[config.mk]
export PLATFORM = sky130hd
export DESIGN_NAME = uart_top
export DESIGN_NICKNAME = d
export VERILOG_FILES = /design/src/rtl/uart_frame_pkg.sv /design/src/rtl/uart_timing_pkg.sv /design/src/rtl/uart_rx.sv /design/src/rtl/uart_top.sv /design/src/rtl/uart_tx.sv /design/src/rtl/uart_tx_fifo.sv
export SDC_FILE = /design/constraint.sdc
export NUM_CORES = 1
export LEC_CHECK = 0
export ABC_AREA = 1
export BUFFER_PORTS_ARGS = -buffer_cell sky130_fd_sc_hd__buf_2
export CAP_MARGIN = 20
export CORE_MARGIN = 3
export CORE_UTILIZATION = 50
export CTS_CLUSTER_SIZE = 40
export DETAILED_ROUTE_END_ITERATION = 8
export PLACE_DENSITY = 0.78
export SLEW_MARGIN = 25
export SYNTH_ARGS = -nofsm -noshare
export SYNTH_HDL_FRONTEND = slang
export SYNTH_SLANG_ARGS = --single-unit
export TNS_END_PERCENT = 30
[constraint.sdc]
create_clock -name clk_i -period 2.3 [get_ports clk_i]
set_input_delay 0.115 -clock clk_i [delete_from_list [all_inputs] [get_ports clk_i]]
set_output_delay 0.115 -clock clk_i [all_outputs]
set_load 0.03 [all_outputs]
[src/rtl/uart_frame_pkg.sv]
/*
 * Serial frame format for the UART
 * Byte and bit index types, frame length, TX and RX state encodings
 */
`default_nettype none

package uart_frame_pkg;

  localparam int DATA_BITS = 8;
  typedef logic [DATA_BITS-1:0] uart_byte_t;

  // Start bit, 8 data bits, one stop bit and no parity
  localparam int FRAME_BITS = 10;
  typedef logic [FRAME_BITS-1:0] frame_t;

  // Position in a frame: 0 start, 1 to 8 data, 9 stop
  typedef logic [3:0] bit_idx_t;

  localparam bit_idx_t STOP_IDX = bit_idx_t'(FRAME_BITS - 1);
  localparam bit_idx_t LAST_DATA_IDX = bit_idx_t'(DATA_BITS);

  typedef enum logic {
    TX_IDLE,
    TX_SEND
  } tx_state_e;

  typedef enum logic [1:0] {
    RX_IDLE,
    RX_START,
    RX_DATA,
    RX_STOP
  } rx_state_e;

endpackage

`default_nettype wire

[src/rtl/uart_timing_pkg.sv]
/*
 * Bit timing constants and counter types for the UART
 * Also sizes the transmit FIFO and its pointers
 */
`default_nettype none

package uart_timing_pkg;

  // Clock cycles per serial bit, kept small for fast simulation
  // Must stay even and at least 4
  localparam int CLKS_PER_BIT = 16;

  // Sample point inside the start bit
  localparam int HALF_BIT = CLKS_PER_BIT / 2;

  localparam int BIT_CNT_W = $clog2(CLKS_PER_BIT);
  typedef logic [BIT_CNT_W-1:0] bit_cnt_t;

  // Transmit FIFO size in bytes, power of two so pointers wrap naturally
  localparam int TX_FIFO_DEPTH = 4;

  localparam int FIFO_PTR_W = $clog2(TX_FIFO_DEPTH);
  typedef logic [FIFO_PTR_W-1:0] fifo_ptr_t;

  // Fill level needs one more bit to reach TX_FIFO_DEPTH
  typedef logic [FIFO_PTR_W:0] fifo_cnt_t;

endpackage

`default_nettype wire

[src/rtl/uart_rx.sv]
/*
 * UART receiver with input synchronizer and start-bit glitch filter
 * Samples mid-bit and checks the stop bit
 */
`timescale 1ns/1ps
`default_nettype none

module uart_rx (
  input  logic                      clk_i,
  input  logic                      rst_ni,
  input  logic                      rx_i,
  output uart_frame_pkg::uart_byte_t data_o,
  output logic                      valid_o,
  output logic                      frame_err_o
);

  localparam uart_timing_pkg::bit_cnt_t BIT_LAST =
    uart_timing_pkg::bit_cnt_t'(uart_timing_pkg::CLKS_PER_BIT - 1);
  localparam uart_timing_pkg::bit_cnt_t HALF_LAST =
    uart_timing_pkg::bit_cnt_t'(uart_timing_pkg::HALF_BIT - 1);

  logic rx_meta_q;
  logic rx_sync_q;

  uart_frame_pkg::rx_state_e  state_q;
  uart_frame_pkg::uart_byte_t shift_q;
  uart_timing_pkg::bit_cnt_t  cnt_q;
  uart_frame_pkg::bit_idx_t   idx_q;

  // Two-flop synchronizer that idles high like the line
  always_ff @(posedge clk_i) begin
    if (!rst_ni) begin
      rx_meta_q <= 1'b1;
      rx_sync_q <= 1'b1;
    end else begin
      rx_meta_q <= rx_i;
      rx_sync_q <= rx_meta_q;
    end
  end

  // Data bits enter at the top so the first one ends up as the LSB
  always_ff @(posedge clk_i) begin
    if (state_q == uart_frame_pkg::RX_DATA && cnt_q == BIT_LAST) begin
      shift_q <= {rx_sync_q, shift_q[uart_frame_pkg::DATA_BITS-1:1]};
    end
  end

  always_ff @(posedge clk_i) begin
    if (!rst_ni) begin
      state_q     <= uart_frame_pkg::RX_IDLE;
      cnt_q       <= '0;
      idx_q       <= '0;
      data_o      <= '0;
      valid_o     <= 1'b0;
      frame_err_o <= 1'b0;
    end else begin
      valid_o     <= 1'b0;
      frame_err_o <= 1'b0;
      case (state_q)
        uart_frame_pkg::RX_IDLE: begin
          cnt_q <= '0;
          if (!rx_sync_q) begin
            state_q <= uart_frame_pkg::RX_START;
          end
        end

        uart_frame_pkg::RX_START: begin
          if (cnt_q == HALF_LAST) begin
            cnt_q <= '0;
            // First data bit sits at frame position 1
            idx_q <= uart_frame_pkg::bit_idx_t'(1);
            // High again at mid-bit means a glitch
            state_q <= rx_sync_q ? uart_frame_pkg::RX_IDLE : uart_frame_pkg::RX_DATA;
          end else begin
            cnt_q <= cnt_q + 1'b1;
          end
        end

        uart_frame_pkg::RX_DATA: begin
          if (cnt_q == BIT_LAST) begin
            cnt_q <= '0;
            idx_q <= idx_q + 1'b1;
            if (idx_q == uart_frame_pkg::LAST_DATA_IDX) begin
              state_q <= uart_frame_pkg::RX_STOP;
            end
          end else begin
            cnt_q <= cnt_q + 1'b1;
          end
        end

        uart_frame_pkg::RX_STOP: begin
          if (cnt_q == BIT_LAST) begin
            cnt_q   <= '0;
            state_q <= uart_frame_pkg::RX_IDLE;
            if (rx_sync_q) begin
              data_o  <= shift_q;
              valid_o <= 1'b1;
            end else begin
              frame_err_o <= 1'b1;   // old byte stays on data_o
            end
          end else begin
            cnt_q <= cnt_q + 1'b1;
          end
        end

        default: begin
          state_q <= uart_frame_pkg::RX_IDLE;
        end
      endcase
    end
  end

endmodule

`default_nettype wire

[src/rtl/uart_top.sv]
/*
 * UART top level with transmit FIFO, transmitter and receiver
 */
`timescale 1ns/1ps
`default_nettype none

module uart_top (
  input  logic                      clk_i,
  input  logic                      rst_ni,
  // Host transmit side
  input  uart_frame_pkg::uart_byte_t tx_data_i,
  input  logic                      tx_write_i,
  output logic                      tx_full_o,
  // Serial lines
  output logic                      tx_o,
  input  logic                      rx_i,
  // Host receive side
  output uart_frame_pkg::uart_byte_t rx_data_o,
  output logic                      rx_valid_o,
  output logic                      rx_frame_err_o
);

  uart_frame_pkg::uart_byte_t fifo_rd_data;
  logic                       fifo_empty;
  logic                       fifo_pop;

  uart_tx_fifo u_tx_fifo (
    .clk_i     (clk_i),
    .rst_ni    (rst_ni),
    .wr_i      (tx_write_i),
    .wr_data_i (tx_data_i),
    .pop_i     (fifo_pop),
    .rd_data_o (fifo_rd_data),
    .empty_o   (fifo_empty),
    .full_o    (tx_full_o)
  );

  uart_tx u_tx (
    .clk_i   (clk_i),
    .rst_ni  (rst_ni),
    .empty_i (fifo_empty),
    .data_i  (fifo_rd_data),
    .pop_o   (fifo_pop),
    .tx_o    (tx_o)
  );

  // Receive path runs on its own, no shared state with TX
  uart_rx u_rx (
    .clk_i       (clk_i),
    .rst_ni      (rst_ni),
    .rx_i        (rx_i),
    .data_o      (rx_data_o),
    .valid_o     (rx_valid_o),
    .frame_err_o (rx_frame_err_o)
  );

endmodule

`default_nettype wire

[src/rtl/uart_tx.sv]
/*
 * UART transmitter, pops one FIFO byte per frame
 * Sends start, data LSB first and stop bit
 */
`timescale 1ns/1ps
`default_nettype none

module uart_tx (
  input  logic                      clk_i,
  input  logic                      rst_ni,
  input  logic                      empty_i,
  input  uart_frame_pkg::uart_byte_t data_i,
  output logic                      pop_o,
  output logic                      tx_o
);

  localparam uart_timing_pkg::bit_cnt_t BIT_LAST =
    uart_timing_pkg::bit_cnt_t'(uart_timing_pkg::CLKS_PER_BIT - 1);

  uart_frame_pkg::tx_state_e state_q;
  uart_frame_pkg::frame_t    shift_q;
  uart_timing_pkg::bit_cnt_t cnt_q;
  uart_frame_pkg::bit_idx_t  idx_q;

  logic bit_end;

  // Take the head byte as soon as the line is free
  assign pop_o   = (state_q == uart_frame_pkg::TX_IDLE) && !empty_i;
  assign bit_end = (cnt_q == BIT_LAST);

  // Bit 0 of the shift register is the line, ones fill in from the top
  assign tx_o = shift_q[0];

  always_ff @(posedge clk_i) begin
    if (!rst_ni) begin
      state_q <= uart_frame_pkg::TX_IDLE;
      shift_q <= '1;
      cnt_q   <= '0;
      idx_q   <= '0;
    end else begin
      case (state_q)
        uart_frame_pkg::TX_IDLE: begin
          if (pop_o) begin
            // Stop, data and start, so the start bit leaves first
            shift_q <= {1'b1, data_i, 1'b0};
            cnt_q   <= '0;
            idx_q   <= '0;
            state_q <= uart_frame_pkg::TX_SEND;
          end
        end

        uart_frame_pkg::TX_SEND: begin
          if (bit_end) begin
            cnt_q <= '0;
            if (idx_q == uart_frame_pkg::STOP_IDX) begin
              // Stop bit done, line already sits high
              state_q <= uart_frame_pkg::TX_IDLE;
            end else begin
              shift_q <= {1'b1, shift_q[uart_frame_pkg::FRAME_BITS-1:1]};
              idx_q   <= idx_q + 1'b1;
            end
          end else begin
            cnt_q <= cnt_q + 1'b1;
          end
        end

        default: begin
          state_q <= uart_frame_pkg::TX_IDLE;
        end
      endcase
    end
  end

endmodule

`default_nettype wire

[src/rtl/uart_tx_fifo.sv]
/*
 * Transmit FIFO holding bytes queued by the host
 */
`timescale 1ns/1ps
`default_nettype none

module uart_tx_fifo (
  input  logic                      clk_i,
  input  logic                      rst_ni,
  input  logic                      wr_i,
  input  uart_frame_pkg::uart_byte_t wr_data_i,
  input  logic                      pop_i,
  output uart_frame_pkg::uart_byte_t rd_data_o,
  output logic                      empty_o,
  output logic                      full_o
);

  uart_frame_pkg::uart_byte_t mem_q [uart_timing_pkg::TX_FIFO_DEPTH];

  uart_timing_pkg::fifo_ptr_t wr_ptr_q;
  uart_timing_pkg::fifo_ptr_t rd_ptr_q;
  uart_timing_pkg::fifo_cnt_t count_q;

  logic do_write;
  logic do_pop;

  // Writes into a full FIFO and pops from an empty one are dropped
  assign do_write = wr_i && !full_o;
  assign do_pop   = pop_i && !empty_o;

  assign empty_o   = (count_q == '0);
  assign full_o    = (count_q == uart_timing_pkg::fifo_cnt_t'(uart_timing_pkg::TX_FIFO_DEPTH));
  assign rd_data_o = mem_q[rd_ptr_q];

  always_ff @(posedge clk_i) begin
    if (do_write) begin
      mem_q[wr_ptr_q] <= wr_data_i;
    end
  end

  always_ff @(posedge clk_i) begin
    if (!rst_ni) begin
      wr_ptr_q <= '0;
      rd_ptr_q <= '0;
      count_q  <= '0;
    end else begin
      if (do_write) begin
        wr_ptr_q <= wr_ptr_q + 1'b1;
      end
      if (do_pop) begin
        rd_ptr_q <= rd_ptr_q + 1'b1;
      end
      // Simultaneous write and pop leave the level unchanged
      if (do_write && !do_pop) begin
        count_q <= count_q + 1'b1;
      end else if (do_pop && !do_write) begin
        count_q <= count_q - 1'b1;
      end
    end
  end

endmodule

`default_nettype wire

Word-level counts from Yosys, hierarchy flattened
Memory sizes are Yosys's and may differ from the RTL's. A register that Yosys moved wholly into a read port is not among the register bits.
Index checks and enable logic that the tools add are counted.

word-level totals
  flip-flop bits (word level) = 56
  bits in writable memories = 32
  input port bits = 12
  output and inout bits = 12
  word-level logic and storage cells = 98
  memories = 1

memory list
  memory           depth  width  rd ports  clocked after Yosys merged registers in  wr ports  line                text
  u_tx_fifo.mem_q  4      8      1         1                                        1         uart_tx_fifo.sv:18  uart_frame_pkg::uart_byte_t mem_q [uart_timing_pkg::TX_FIFO_DEPTH];

operators by class
  add/sub/neg operators = 8
  equality and inequality tests = 17
  multiplexer cells = 35
  bitwise operators = 1
  reduce and logical (&&, ||, !) cells = 20

operators with widths
  kind                                                                     count
  4-bit 2-to-1 mux                                                         8
  10-bit 2-to-1 mux                                                        3
  4-bit one-hot mux with 2 select lines                                    3
  10-bit one-hot mux with 2 select lines                                   1
  4-bit by 1-bit adder with 4-bit output, second input constant            4
  4-bit equality test, second input constant                               4
  2-bit 2-to-1 mux                                                         8
  2-bit inequality test, second input constant                             6
  4-bit one-hot mux with 3 select lines                                    1
  3-bit AND reduction                                                      4
  2-bit one-hot mux with 4 select lines                                    1
  1-bit 2-to-1 mux                                                         7
  1-bit logical AND                                                        6
  3-bit 2-to-1 mux                                                         2
  5-bit AND reduction                                                      1
  2-bit by 1-bit adder with 2-bit output, second input constant            2
  2-bit equality test, second input constant                               2
  4-bit by 3-bit equality test with 1-bit output, second input constant    1
  1-bit logical NOT                                                        4
  2-bit by 1-bit inequality test with 1-bit output, second input constant  2
  2-bit nonzero test                                                       2
  3-bit by 1-bit adder with 3-bit output, second input constant            1
  3-bit equality test, second input constant                               1
  3-bit logical NOT                                                        1
  other kinds (6)                                                          6

Longest topological paths before layout
  depth after elaboration = 7
  mapped depth = 12
  depth with buffers taken out = 12

Hierarchy
Synthesis repeated with hierarchy kept, for this count alone.

second synthesis, totals
  cells, all modules = 409
  area total of the unflattened synthesis = 3,764.9 sq um

modules (own cells, without submodules)
  module        times used  cells each  area an instance (sq um)  sequential area each (sq um)
  uart_tx_fifo  1           146         1,685.4                   1,141.1
  uart_rx       1           128         1,148.6                   680.7
  uart_tx       1           135         930.9                     360.3

Worst setup path after synthesis
OpenSTA, ideal clock, no wires.

  kind = register to register
  start = reg u_tx_fifo.count_q[0]
  end = reg u_tx_fifo.count_q[2]
  library setup time = 0.070 ns
  data arrival time = 1.702 ns
  required time = 2.230 ns
  path slack = 0.528 ns
  stages on the path, launching flop included = 13
  path buffers = 0
  period minus slack after synthesis = 1.772 ns
  cell sequence = dfxtp_1 -> nor2_2 -> nand2_1 -> nand2_1 -> inv_1 -> ha_1 -> inv_1 -> fa_1 -> nor2_1 -> nor2_1 -> nand2_1 -> o21ai_0 -> a21oi_1

between the ends
  elaborated cells on any way between the ends = 16
  classes of those cells = add/sub: 2; eq/ne: 1; mux: 2; reduce/logical: 11

RTL lines
  item                                 line                text
  start: declaration                   uart_tx_fifo.sv:22  uart_timing_pkg::fifo_cnt_t count_q;
  start signal: assignment             uart_tx_fifo.sv:55  count_q <= count_q + 1'b1;
  start signal: assignment             uart_tx_fifo.sv:57  count_q <= count_q - 1'b1;
  3-bit equality test (*)              uart_tx_fifo.sv:32  assign full_o = (count_q == uart_timing_pkg::fifo_cnt_t'(uart_timing_pkg::TX_FIFO_DEPTH));
  1-bit logical NOT (*)                uart_tx_fifo.sv:28  assign do_write = wr_i && !full_o;
  1-bit logical AND (*)                uart_tx_fifo.sv:28
  via u_tx_fifo.do_write               uart_tx_fifo.sv:24  logic do_write;
  1-bit logical NOT                    uart_tx_fifo.sv:56  end else if (do_pop && !do_write) begin
  1-bit logical AND                    uart_tx_fifo.sv:56
  2-bit nonzero test (no source line)  n/a

Mark *: on every way through the listed nets, which the timed path passes. The rest lies on a longest branch. The select of a mux whose other input is x is not followed.
A chain may end at the register's enable or synchronous reset.

Worst setup path after layout
Same ends and word-level chain as after synthesis.

==> key figures <==
Synthesis
  • EDFF count, synth: 40
  • Warnings from Yosys: 0
  • Seq cells post-synth: 89
  • Mapped Cells: around 390
  • Synth Flop Type: dfxtp_1
  • Sequential share of the synthesized area: 58.8%
  • Asr flop ratio synth: 0%
  • Post-Syn Area per Cell: 9.59 sq um
  • Synthesized area: 3710 sq um
  • Post-synth cell types: 28
  • Syn Nets: ~420

STA
  • Setup WS post-layout: 0.283 ns
  • Final Max Slew Viols: 0
  • Final setup skew: 0.0131 ns
  • Final worst path period share: between 80% and 90%
  • RSZ-0062 raised after global routing: no
  • Tightest Pin Transition: 0.759 ns
  • Slew HR: 49.3%
  • Final-report hold violation count: 0
  • Final setup viols: 0
  • FMAX: 496 MHz
  • Minimum clock period: 2.02 ns
  • Setup TNS: 0 ns

CTS
  • Clock transition at path regs: about 0.09 ns
  • CTS Hold Bufs: 9
  • TritonCTS clock tree: built
  • Clock Root Buffer: clkbuf_8
  • CTS Buf Count: 9
  • CTS resizes: 0
  • Clock Latency Late Sink: 0.36 ns
  • Setup Buffers After CTS: 0
  • Longest Clk Path Bufs: 2
  • Max H-tree Level: 3
  • Clk sinks: 89

Route
  • Iter 0 DRT Violations: approximately 140
  • First-pass DRT Iterations: 4
  • Total number of vias: ~2600
  • Total Routed Length: 6.53 mm
  • Detail Route Antenna Nets: 0
  • Vias/cell: 4.99
  • WL per Instance: approximately 12 um
  • DRC: 0

Min path
  • Hold Crit Class: in -> reg
  • Hold Path Depth: 3
  • Worst hold start: rst_ni
  • Worst Hold End: u_tx.shift_q[8]$_SDFFE_PN1P_

Run status
  • Status: finished clean

Placement
  • Routability congestion estimate: roughly 0.82
  • IO buf count: 23
  • Pre-CTS WS: 0.313 ns
  • HPWL Detailed: 4.46 mm
  • Cell Area, Placed: between 3000 and 4000 sq um

Critical path
  • CP Buf/Inv Count: 2
  • Crit Path Class: reg -> reg
  • Critical path required time: 2.59 ns
  • Worst EP arrival: 2.31 ns
  • Critical-path maximum fanout: 9
  • Flop2flop setup slack: 0.28 ns
  • Family with the most delay on the worst path: adder cells
  • R2R depth: 12
  • Top cell by count, worst path: nand2_1
  • Crit start category: register
  • Worst-path cell chain: nor2_2 -> nand2_1 -> nand2_1 -> inv_1 -> ha_1 -> inv_1 -> fa_1 -> nor2_1 -> nor2_1 -> nand2_1 -> o21ai_0 -> a21oi_1
  • Crit. End Element: register
  • Reg-to-reg endpoint: u_tx_fifo.count_q[2]$_SDFFE_PN0P_
  • Max incr delay on CP: 0.44 ns
  • CP max-delay cell: fa_1
  • Reg2reg start: u_tx_fifo.count_q[0]$_SDFFE_PN0P_

Cells and area
  • Fillers: around 590
  • Diode count: 0
  • Area Overhead vs Synth: 14.2%
  • Share of cells above drive strength 1: between 10% and 20%
  • Nets: 457
  • Fin area: 4240 sq um
  • Final core utilization: 60.7%
  • Commonest cells after routing, fill and taps aside: nor2_1 (68), nand2_1 (62), dfxtp_1 (49)
  • Most common cell after layout, fill and taps aside: nor2_1

Pwr
  • Worst VDD drop: between 400 and 500 uV
  • Pwr/cell area: approximately 1000 nW/um^2
  • Pleak: 0.00174 uW

Job
  • Max Cap Viol: 0

Floorplan
  • Ports: 24
  • Row cnt: 30
  • Die X: around 92 um
  • Core area: 6980 sq um
  • Die Area: 8490 sq um
  • Die Span Y: just over 90 um
  • Effective utilization at floorplan: 53.2%

Global route
  • Largest net degree at the start of global routing: 24
  • First-pass GRT wire length: roughly 11 mm
  • Initial antenna violation count: 0
  • Overall Global Routing Usage: 16.6%
  • Overflow after GRT: 0
  • Vias in the first global route: 2556
[worst max-delay path by stage]
stage	start	endpoint	slack, ns	cells after the start
after detailed placement	u_tx_fifo.count_q[0]$_SDFFE_PN0P_	u_tx_fifo.count_q[2]$_SDFFE_PN0P_	0.31	12
final	u_tx_fifo.count_q[0]$_SDFFE_PN0P_	u_tx_fifo.count_q[2]$_SDFFE_PN0P_	0.28	12
after global routing	u_tx_fifo.count_q[0]$_SDFFE_PN0P_	u_tx_fifo.count_q[2]$_SDFFE_PN0P_	0.10	12
after CTS	u_tx_fifo.count_q[0]$_SDFFE_PN0P_	u_tx_fifo.count_q[2]$_SDFFE_PN0P_	0.28	12
after floorplan	u_tx_fifo.count_q[0]$_SDFFE_PN0P_	u_tx_fifo.count_q[2]$_SDFFE_PN0P_	0.53	12
after global placement	u_tx_fifo.count_q[0]$_SDFFE_PN0P_	u_tx_fifo.count_q[2]$_SDFFE_PN0P_	0.44	12
[stage by stage]
step	power, uW	hold slack, ns	std cells
floorplan	2850	0.214	387
global placement	3050	0.316	504
detailed placement	3110	0.319	504
CTS	4170	0.165	529
global route	4420	0.197	529
finish	4140	0.183	529
[tightest hold or removal path, delay by kind of cell]
family        cells  cell delay (ns)
buf+inv           2             0.31
simple gates      1             0.09
[cell type report]
class / count / area (sq um) / area share (%)
tap: 96 / 120 / 2.83
clock buffer: 11 / 156 / 3.69
clock inverter: 5 / 41.3 / 0.974
inverter: 36 / 135 / 3.19
multi-input combinational: 252 / 1340 / 31.6
timing repair buffer: 40 / 265 / 6.26
sequential: 89 / 2180 / 51.5
[power breakdown]
| group | internal (uW) | switching (uW) | leakage, uW | total, uW |
|---|---|---|---|---|
| sequential | 1860 | 129 | 0.000766 | 1990 |
| clock | 485 | 577 | 0.000104 | 1060 |
| combinational | 372 | 716 | 0.000870 | 1090 |
| total | 2720 | 1420 | 0.00174 | 4140 |
[kinds of logic (layout without fill, tap and decap cells)]
logic type / Yosys count / count (layout) / share of synthesized area [%]
AOI/OAI and AO/OA: 66 / 66 / 9.98
xor gates and xnor gates: 6 / 6 / 1.42
adders and majority gates: 17 / 17 / 5.93
buffers and inverters: 46 / 92 / 5.12
DFF: 89 / 89 / 58.8
and+or+nand+nor: 163 / 163 / 18.8
[per-layer routing]
| layer | up-vias | part of all wire (%) | track usage [%] |
|---|---|---|---|
| met5 | - | 0 | 0 |
| met1 | 1228 | 46 | 20.2 |
| met2 | 41 | 48 | 27.9 |
| met4 | 0 | 1.5 | 5.32 |
| met3 | 9 | 3.6 | 5.50 |
| li1 | 1360 | - | - |
[synth_stat cells, types with 3 or more instances]
cell type  instances  area (sq um)
o211ai_1           4          30.0
o22ai_1            4          25.0
a21oi_2            6          52.6
clkbuf_1           4          15.0
edfxtp_1          40          1200
ha_1              16           200
or2_2              3          18.8
buf_2              4          20.0
nor3_1             3          15.0
xor2_1             6          52.6
o21ai_0           31           155
nand3_1           18          90.1
dfxtp_1           49           981
nand2_1           62           233
inv_1             34           128
a21oi_1           18          90.1
nor2_1            68           255
[sequential cells by signal, summed over array words and instances, names as in the netlist, named ones only]
| signal | count |
|---|---|
| u_rx.data_o | 8 |
| u_rx.state_q | 1 |
| u_rx.cnt_q | 4 |
| u_tx_fifo.count_q | 3 |
| u_rx.rx_meta_q | 1 |
| u_tx_fifo.mem_q | 32 |
| u_tx_fifo.wr_ptr_q | 2 |
| u_rx.shift_q | 8 |
| u_tx.state_q | 1 |
| u_rx.valid_o | 1 |
| u_rx.idx_q | 4 |
| u_tx.idx_q | 4 |
| u_tx.shift_q | 9 |
| u_tx_fifo.rd_ptr_q | 2 |
| u_rx.frame_err_o | 1 |
| u_rx.rx_sync_q | 1 |
| u_tx.cnt_q | 4 |
Note: power is estimated with default switching activity, not from simulation.
